## config.mk

```make
export PLATFORM = sky130hd
export DESIGN_NAME = cpuCore
export DESIGN_NICKNAME = d
export VERILOG_FILES = /design/src/cpuPkg.sv /design/src/phaser.sv /design/src/instrDecoder.sv /design/src/controlGen.sv /design/src/dataPath.sv /design/src/cpuCore.sv
export SDC_FILE = /design/constraint.sdc
export NUM_CORES = 1
export LEC_CHECK = 0
export BUFFER_PORTS_ARGS = -buffer_cell sky130_fd_sc_hd__buf_4
export CAP_MARGIN = 0
export CORE_AREA = 2 2 146 148
export DETAILED_ROUTE_END_ITERATION = 6
export DIE_AREA = 0 0 148 150
export GPL_TIMING_DRIVEN = 0
export PLACE_DENSITY = 0.49
export SLEW_MARGIN = 0
export SYNTH_ARGS = -nofsm -noshare
export SYNTH_HDL_FRONTEND = slang
export SYNTH_HIERARCHICAL = 1
export SYNTH_SLANG_ARGS = --single-unit
```

## constraint.sdc

```tcl
create_clock -name clk -period 4 [get_ports clk]
set_input_delay 0.4 -clock clk [delete_from_list [all_inputs] [get_ports clk]]
set_output_delay 0.4 -clock clk [all_outputs]
set_load 0.005 [all_outputs]
```

## src/cpuPkg.sv

```systemverilog
// phase lengths, widths, opcode enum and the instruction, phase, decode and control structs
package cpuPkg;

    // phase lengths in cycles
    localparam int unsigned FETCH_LEN  = 3;
    localparam int unsigned DECODE_LEN = 2;
    localparam int unsigned EXEC_LEN   = 1;
    localparam int unsigned CYCLE_LEN  = FETCH_LEN + DECODE_LEN + EXEC_LEN;
    localparam int unsigned DECODE_AT  = FETCH_LEN;             // first decode count
    localparam int unsigned EXEC_AT    = FETCH_LEN + DECODE_LEN; // first exec count
    localparam int unsigned PH_CNT_W   = $clog2(CYCLE_LEN);

    // widths
    localparam int unsigned INSTR_W = 16;
    localparam int unsigned DATA_W  = 8;
    localparam int unsigned ADDR_W  = 8;
    localparam int unsigned OPC_W   = 4;
    localparam int unsigned REG_W   = 2;        // register index bits
    localparam int unsigned REG_CNT = 1 << REG_W;

    typedef enum logic [OPC_W-1:0] {
        OP_LDI = 4'h0,  // rd = imm
        OP_MOV = 4'h1,  // rd = rs
        OP_ADD = 4'h2,
        OP_SUB = 4'h3,
        OP_AND = 4'h4,
        OP_XOR = 4'h5,
        OP_JMP = 4'h6,  // pc = imm
        OP_JZ  = 4'h7,  // pc = imm if zero
        OP_OUT = 4'h8,  // emit rd
        OP_NOP = 4'h9,
        OP_HLT = 4'hF
    } opcodeE;

    // instruction word with opcode in the msbs
    typedef struct packed {
        logic [OPC_W-1:0]  opcode;  // raw bits that may be unknown
        logic [REG_W-1:0]  rd;
        logic [REG_W-1:0]  rs;
        logic [DATA_W-1:0] imm;
    } instrT;

    typedef struct packed {
        logic fetch;
        logic decode;
        logic exec;
        logic fetchStart;   // first fetch cycle
        logic decodeStart;  // first decode cycle
        logic halted;
    } phaseT;

    typedef struct packed {
        opcodeE            op;
        logic [REG_W-1:0]  rd;
        logic [REG_W-1:0]  rs;
        logic [DATA_W-1:0] imm;
        logic              writesReg;
        logic              isJump;
        logic              valid;  // clear on empty fetch slot
    } decodedT;

    typedef struct packed {
        logic              regWrite;
        opcodeE            aluOp;
        logic [REG_W-1:0]  rd;
        logic [REG_W-1:0]  rs;
        logic [DATA_W-1:0] imm;
        logic              pcLoad;
        logic              pcInc;
        logic              outEn;
    } ctrlT;

endpackage : cpuPkg

```

## src/phaser.sv

```systemverilog
// phase sequencer with dead cycle, repeating fetch/decode/exec phases and halt stop
module phaser (
    input  logic          clk,
    input  logic          rst,
    input  logic          halt,
    output cpuPkg::phaseT phase
);

    logic                        live;     // low during dead cycle and after halt
    logic                        stopped;  // sticky until reset
    logic [cpuPkg::PH_CNT_W-1:0] cnt;      // position inside instruction

    always_ff @(posedge clk) begin
        if (rst) begin
            live    <= 1'b0;
            stopped <= 1'b0;
            cnt     <= '0;
        end else if (!stopped) begin
            if (!live) begin
                live <= 1'b1;               // leave dead cycle into first fetch
                cnt  <= '0;
            end else if (halt && phase.exec) begin
                live    <= 1'b0;            // freeze after this exec
                stopped <= 1'b1;
            end else if (cnt == cpuPkg::CYCLE_LEN - 1) begin
                cnt <= '0;                  // wrap to next fetch
            end else begin
                cnt <= cnt + 1'b1;
            end
        end
    end

    // phase bits straight from the counter
    always_comb begin
        phase        = '0;
        phase.halted = stopped;
        if (live) begin
            phase.fetch       = cnt < cpuPkg::DECODE_AT;
            phase.decode      = (cnt >= cpuPkg::DECODE_AT) && (cnt < cpuPkg::EXEC_AT);
            phase.exec        = (cnt >= cpuPkg::EXEC_AT) && (cnt < cpuPkg::CYCLE_LEN);
            phase.fetchStart  = cnt == 0;
            phase.decodeStart = cnt == cpuPkg::DECODE_AT;
        end
    end

    // one phase at a time while running
    assert property (@(posedge clk) disable iff (rst)
        live |-> $onehot({phase.fetch, phase.decode, phase.exec}));

    // controlGen may only request halt in exec
    assert property (@(posedge clk) disable iff (rst)
        halt |-> phase.exec);

    // decode always begins a full fetch phase later
    assert property (@(posedge clk) disable iff (rst)
        phase.fetchStart |-> ##(cpuPkg::DECODE_AT) phase.decodeStart);

endmodule : phaser

```

## src/instrDecoder.sv

```systemverilog
// instruction latch during fetch and decoded-field register
module instrDecoder (
    input  logic            clk,
    input  logic            rst,
    input  cpuPkg::phaseT   phase,
    input  logic            instrStrobe,
    input  cpuPkg::instrT   instrData,
    output cpuPkg::decodedT decoded
);

    cpuPkg::instrT   latched;
    logic            latchFull;  // a word arrived this fetch
    cpuPkg::decodedT decNext;

    // last strobe in the phase wins
    always_ff @(posedge clk) begin
        if (rst) begin
            latchFull <= 1'b0;
        end else if (instrStrobe) begin
            latchFull <= 1'b1;
        end else if (phase.fetchStart) begin
            latchFull <= 1'b0;        // new slot starts empty
        end
    end

    always_ff @(posedge clk) begin
        if (instrStrobe) latched <= instrData;  // word held for decode
    end

    always_comb begin
        decNext           = '0;
        decNext.op        = cpuPkg::OP_NOP;
        decNext.rd        = latched.rd;
        decNext.rs        = latched.rs;
        decNext.imm       = latched.imm;
        decNext.valid     = latchFull;
        if (latchFull) begin
            case (latched.opcode)
                cpuPkg::OP_LDI, cpuPkg::OP_MOV, cpuPkg::OP_ADD,
                cpuPkg::OP_SUB, cpuPkg::OP_AND, cpuPkg::OP_XOR: begin
                    decNext.op        = cpuPkg::opcodeE'(latched.opcode);
                    decNext.writesReg = 1'b1;
                end
                cpuPkg::OP_JMP, cpuPkg::OP_JZ: begin
                    decNext.op     = cpuPkg::opcodeE'(latched.opcode);
                    decNext.isJump = 1'b1;
                end
                cpuPkg::OP_OUT, cpuPkg::OP_NOP, cpuPkg::OP_HLT: begin
                    decNext.op = cpuPkg::opcodeE'(latched.opcode);
                end
                default: decNext.op = cpuPkg::OP_NOP;   // unknown opcode
            endcase
        end
    end

    always_ff @(posedge clk) begin
        if (rst) begin
            decoded    <= '0;
            decoded.op <= cpuPkg::OP_NOP;
        end else if (phase.decodeStart) begin
            decoded <= decNext;       // held through exec
        end
    end

    // memory answers only inside the fetch window
    assert property (@(posedge clk) disable iff (rst)
        instrStrobe |-> phase.fetch);

endmodule : instrDecoder

```

## src/controlGen.sv

```systemverilog
// exec strobes, fetch request and halt from phase and decoded instruction
module controlGen (
    input  cpuPkg::phaseT   phase,
    input  cpuPkg::decodedT decoded,
    input  logic            zero,
    output cpuPkg::ctrlT    ctrl,
    output logic            fetchReq,
    output logic            halt
);

    logic isHlt;
    logic jumpTaken;

    assign fetchReq = phase.fetchStart;   // one pulse per instruction

    assign isHlt     = decoded.valid && (decoded.op == cpuPkg::OP_HLT);
    assign jumpTaken = decoded.isJump &&
                       ((decoded.op == cpuPkg::OP_JMP) || zero);   // JZ needs zero
    assign halt      = phase.exec && isHlt;

    always_comb begin
        ctrl       = '0;
        ctrl.aluOp = cpuPkg::OP_NOP;
        if (phase.exec) begin
            ctrl.aluOp = decoded.op;
            ctrl.rd    = decoded.rd;
            ctrl.rs    = decoded.rs;
            ctrl.imm   = decoded.imm;
            if (decoded.valid) begin
                ctrl.regWrite = decoded.writesReg;
                ctrl.outEn    = decoded.op == cpuPkg::OP_OUT;
                ctrl.pcLoad   = jumpTaken;
            end
            // step unless jumping or parked on the HLT word
            ctrl.pcInc = !ctrl.pcLoad && !isHlt;
        end
    end

endmodule : controlGen

```

## src/dataPath.sv

```systemverilog
// four-register file, ALU, zero flag, program counter and output register
module dataPath (
    input  logic                      clk,
    input  logic                      rst,
    input  cpuPkg::ctrlT              ctrl,
    output logic [cpuPkg::ADDR_W-1:0] pc,
    output logic [cpuPkg::DATA_W-1:0] outData,
    output logic                      zero,
    output logic                      outStrobe
);

    logic [cpuPkg::DATA_W-1:0] regFile [cpuPkg::REG_CNT];
    logic [cpuPkg::DATA_W-1:0] opA;     // rd operand
    logic [cpuPkg::DATA_W-1:0] opB;     // rs operand
    logic [cpuPkg::DATA_W-1:0] aluRes;

    assign opA = regFile[ctrl.rd];
    assign opB = regFile[ctrl.rs];

    always_comb begin
        case (ctrl.aluOp)
            cpuPkg::OP_LDI: aluRes = ctrl.imm;
            cpuPkg::OP_MOV: aluRes = opB;
            cpuPkg::OP_ADD: aluRes = opA + opB;     // wraps without carry
            cpuPkg::OP_SUB: aluRes = opA - opB;
            cpuPkg::OP_AND: aluRes = opA & opB;
            cpuPkg::OP_XOR: aluRes = opA ^ opB;
            default:        aluRes = opA;
        endcase
    end

    // registers and zero flag
    always_ff @(posedge clk) begin
        if (rst) begin
            for (int i = 0; i < cpuPkg::REG_CNT; i++) begin
                regFile[i] <= '0;
            end
            zero <= 1'b0;
        end else if (ctrl.regWrite) begin
            regFile[ctrl.rd] <= aluRes;
            zero             <= aluRes == '0;   // any write updates the flag
        end
    end

    // program counter wraps modulo 256
    always_ff @(posedge clk) begin
        if (rst) begin
            pc <= '0;
        end else if (ctrl.pcLoad) begin
            pc <= ctrl.imm;
        end else if (ctrl.pcInc) begin
            pc <= pc + 1'b1;
        end
    end

    // output strobe lands one cycle after exec
    always_ff @(posedge clk) begin
        if (rst) begin
            outStrobe <= 1'b0;
        end else begin
            outStrobe <= ctrl.outEn;
        end
    end

    always_ff @(posedge clk) begin
        if (ctrl.outEn) outData <= opA;     // emitted register value
    end

    assert property (@(posedge clk) disable iff (rst)
        !(ctrl.pcLoad && ctrl.pcInc));

endmodule : dataPath

```

## src/cpuCore.sv

```systemverilog
// top level joining phaser, instruction decoder, control generator and data path
module cpuCore (
    input  logic                      clk,
    input  logic                      rst,
    output logic                      fetchReq,
    output logic [cpuPkg::ADDR_W-1:0] fetchAddr,
    input  logic                      instrStrobe,
    input  cpuPkg::instrT             instrData,
    output logic                      outStrobe,
    output logic [cpuPkg::DATA_W-1:0] outData,
    output logic                      halted
);

    cpuPkg::phaseT   phase;     // when
    cpuPkg::decodedT decoded;   // what
    cpuPkg::ctrlT    ctrl;
    logic            zero;
    logic            halt;

    phaser uPhaser (
        .clk   (clk),
        .rst   (rst),
        .halt  (halt),
        .phase (phase)
    );

    instrDecoder uDecoder (
        .clk         (clk),
        .rst         (rst),
        .phase       (phase),
        .instrStrobe (instrStrobe),
        .instrData   (instrData),
        .decoded     (decoded)
    );

    controlGen uCtrl (
        .phase    (phase),
        .decoded  (decoded),
        .zero     (zero),
        .ctrl     (ctrl),
        .fetchReq (fetchReq),
        .halt     (halt)
    );

    dataPath uData (
        .clk       (clk),
        .rst       (rst),
        .ctrl      (ctrl),
        .pc        (fetchAddr),  // pc doubles as fetch address
        .outData   (outData),
        .zero      (zero),
        .outStrobe (outStrobe)
    );

    assign halted = phase.halted;

endmodule : cpuCore

```

; Word-level counts from Yosys, hierarchy flattened
; Memory sizes are Yosys's and may differ from the RTL's.
; Cells that the tools add are included.
[classes]
add_sub_neg = 4
order_cmp = 2
n_eq_ne = 21
n_mux = 32
bitwise = 3
reduce_logical = 20
[op_table]
columns = cell, n
row1 = $pmux W8 S6, 1
row2 = $eq A4 B3 Y1 const B, 7
row3 = $mux W8, 3
row4 = $eq A4 B4 Y1 const B, 5
row5 = $mux W20, 1
row6 = $mux W1, 19
row7 = $eq A4 B2 Y1 const B, 4
row8 = $mux W3, 4
row9 = $reduce_or A11 Y1, 1
row10 = $add A8 B1 Y8 const B, 1
row11 = $add A8 B8 Y8, 1
row12 = $and A8 B8 Y8, 1
row13 = $eq A4 B1 Y1 const B, 2
row14 = $logic_not A4 Y1, 2
row15 = $logic_not A8 Y1, 1
row16 = $mux W4, 2
row17 = $reduce_or A8 Y1, 1
row18 = $sub A8 B8 Y8, 1
row19 = $xor A8 B8 Y8, 1
row20 = $logic_and A1 B1 Y1, 6
row21 = $reduce_or A6 Y1, 1
row22 = $mux W2, 2
row23 = $reduce_bool A2 Y1, 2
row24 = $add A3 B1 Y3 const B, 1
row25 = other kinds (11), 12
[totals]
ff_bits = 59
ramBits = 32
inputBits = 19
output_inout_bits = 19
mem_count = 1
[memory_table]
columns = name, words, word_bits, rd, rd_ports_with_merged_regs, wr, line
row1 = uData.regFile, 4, 8, 2, 0, 4, dataPath.sv:12  ; logic [cpuPkg::DATA_W-1:0] regFile [cpuPkg::REG_CNT];

; Depth between registers and ports, before layout
[logic_depth]
depth_word = 13
mapped_depth = 20

; Hierarchy
; The synthesis kept the hierarchy.
[modules_own_cells]
columns = mod, instances, cells_each, area_per_inst_um2, seq_area_each_um2
row1 = dataPath, 1, 314, 3316.9, 1401.3
row2 = instrDecoder, 1, 92, 1267.5, 880.8
row3 = phaser, 1, 37, 304.0, 100.1
row4 = controlGen, 1, 33, 205.2, 0.0

; Worst setup path before layout
; No wires, ideal clock.
[synth_timing]
path_kind = reg-to-reg
start = register uPhaser/cnt[0] (netlist bit)
end = register uData.zero
arrival_time_ps = 4069
required_time_ps = 3883
path_slack_ps = -187
path_stages_with_launch = 18
cell_sequence = dfxtp_1 and3b_1 and2_2 buf_4 and2_1 buf_6 mux4_1 inv_1 ha_1 mux2_2 fa_1 nand2b_1 a21oi_1 nand3_1 a21oi_1 o32ai_4 and4b_1 a32o_1
[synth_rtl]
columns = element, line
row1 = "start, declared", phaser.sv:11  ; logic [cpuPkg::PH_CNT_W-1:0] cnt;
row2 = "start signal, assigned", phaser.sv:28  ; cnt <= cnt + 1'b1;
row3 = "end signal, assigned", dataPath.sv:38  ; zero <= 1'b0;
row4 = "end signal, assigned", dataPath.sv:41  ; zero <= aluRes == '0;
row5 = "end, declared", dataPath.sv:8  ; output logic zero,

==> reports/metrics.csv <==
stage,metric,value,unit
power_and_ir_drop,irDropWorstVdd,158.0,uV
synth,syn_nets,510,
timing,setup_viol,0,
grt,grtUsageMet2,0.1944,
drt,wirelength,12890,um
flow_run,maxCapViolations,0,
grt,busiest_layer,met2,
grt,grt_pass1_vias,3831,
die,initial_core_util,0.2450,
placed_design,dp_hpwl,9321,um
grt,grt_start_max_net_pins,20,
timing,hold_violations,0,
setup_path,cp-end-kind,flip-flop,
min_path,hold_path_class,primary input to flip-flop,
drt,dr.pass1.iters,4,
clocking,holdBufCountCts,0,
layout,final_common_cell,nor2_1,
synth,syn_area_per_cell,10.74,um2
layout,fillers,2114,
placed_design,port-buffer-count,37,
timing,hold_ws,0.2241,ns
layout,fin_area,6392,um2
clocking,numCtsBuffers,9,
die,die_y,150,um
timing,finalCritPeriodShare,0.9890,
clocking,cts.sinks,91,
die,ios,38,
synth,synthesis.area,5070,um2
clocking,htree_num_levels,3,
placed_design,gp_congestion,0.8325,
grt,grt_pass1_wl,20530,um
power_and_ir_drop,p_per_area,322.4,nW/um2
timing,tns,0,ns
timing,rsz0062_at_grt,yes,
grt,track_usage,0.1188,
timing,maxSlewHeadroom,0.4239,
clocking,cts_tree,done,
layout,finalNonFillerCells,821,
power_and_ir_drop,total_power,2061,uW
layout,drive_above_1_share,0.2894,
clocking,clk_latency,0.35,ns
synth,yosysWarnings,6,
clocking,clock_path_buffers,2,
setup_path,arrival,4.04,ns
outcome,status,"finished, final reports clean",
clocking,ctsRootBufferMaster,clkbuf_16,
setup_path,start_kind,flip-flop,
grt,grtUsageMet3,0.02104,
power_and_ir_drop,p_leak,0.002321,uW
layout,nNetsFinal,579,
setup_path,ff2ff_setup_slack,0.04,ns
die,die_width,148,um
timing,fmax,252.8,MHz
setup_path,critPathMaxFanout,5,
setup_path,critPathRequiredTime,4.08,ns
timing,slew_violations,0,
drt,wl_per_cell,15.70,um
placed_design,placed_cell_area,5712,um2
clocking,cts.clk_slew.worst_paths,0.07,ns
drt,drc,0,
drt,num_vias,3834,
grt,grt_overflow,0,
timing,worstMarginPinSlew,0.8618,ns
grt,antenna_found_initial,0,
layout,area_growth,26.09,%
drt,viasPerCell,4.670,
setup_path,setup.worst_path.class,flip-flop to flip-flop,
timing,fin_crit,3.956,ns
synth,synth_cells,472,
die,fp.coreArea,20690,um2
layout,layout_common_cells,"nor2_1 (80), buf_4 (60), edfxtp_1 (56)",
layout,regArea,2391,um2
layout,multi_input_area,2676,um2
placed_design,dpl.cell_count,785,
drt,drt_iter0_markers,451,
grt,grt_use_met1,0.1557,
die,dieArea,22200,um2
drt,ant_nets,0,
layout,n_antenna_cell,0,
timing,fin_skew,0.007185,ns
die,rows,53,
## critical path, stage by stage (launching register included)
cell and delay (ns):
dfxtp_4 0.34, and3b_2 0.24, and2_4 0.16, buf_6 0.10
and2_4 0.17, mux4_2 0.58, buf_6 0.16, nor3_4 0.24
nor2_2 0.07, xnor2_1 0.13, ha_1 0.32, and3_4 0.19
a21oi_4 0.14, nand3b_1 0.12, xor2_1 0.18, a221o_1 0.34
o21ai_4 0.12, nor2_1 0.08
## worst paths after layout
check,cells past startpoint,to,startpoint
setup reg to reg,17,uData/regFile[3][5],uPhaser/cnt[1]
hold reg to reg,2,uDecoder/decoded[3],uDecoder/decoded[3]
setup / recovery,17,uData/regFile[3][5],uPhaser/cnt[1]
hold / removal,1,uDecoder/decNext[9],instrData[6]
## power breakdown
part	internal, uW	switching (uW)	total (uW)
clock	480	369	849
combinational	83.7	92.3	176
sequential	1020	15.1	1040
## stage by stage
step | setup WS, ns | util
2_1_floorplan | 0.004460 | -
3_3_place_gp | -0.7267 | 0.2754
3_5_place_dp | -0.8268 | 0.2761
4_1_cts | -0.01754 | 0.3023
5_1_grt | -0.1170 | 0.3090
6_report | 0.04380 | 0.3090
## registers in the layout, summed over array words and instances, names as in the netlist
signal / flops
uData/regFile: 32
uDecoder/decoded: 19
uDecoder/decNext: 12
uData/outData: 8
uData/pc: 8
uDecoder/latched: 4
uPhaser/cnt: 3
uData/outStrobe: 1
uData/zero: 1
uDecoder/latchFull: 1
uPhaser/live: 1
uPhaser/stopped: 1
## layer usage
metal / vias to the layer above / part of all wire
met1: 1863 / 0.45
met5: - / 0
met3: 20 / 0.038
li1: 1864 / -
met2: 87 / 0.49
met4: 0 / 0.022
## cell type report
type                    instances  share of cell area
plain buffers                  24             0.02368
flip-flops and latches         91              0.3740
clock inverters                 4            0.004502
well taps                     275             0.05383
repair buffers                 61             0.07399
multi-input cells             338              0.4187
clock buffers                  12             0.04189
inverters                      16            0.009395
## timing repair
action | CTS | global route
resized for setup | 34 | 24
pin swaps | 17 | 21
setup buffers | 17 | 6
endpoints found under the setup margin | 29 | 15
No activity file was read; power rests on OpenSTA's default activity.
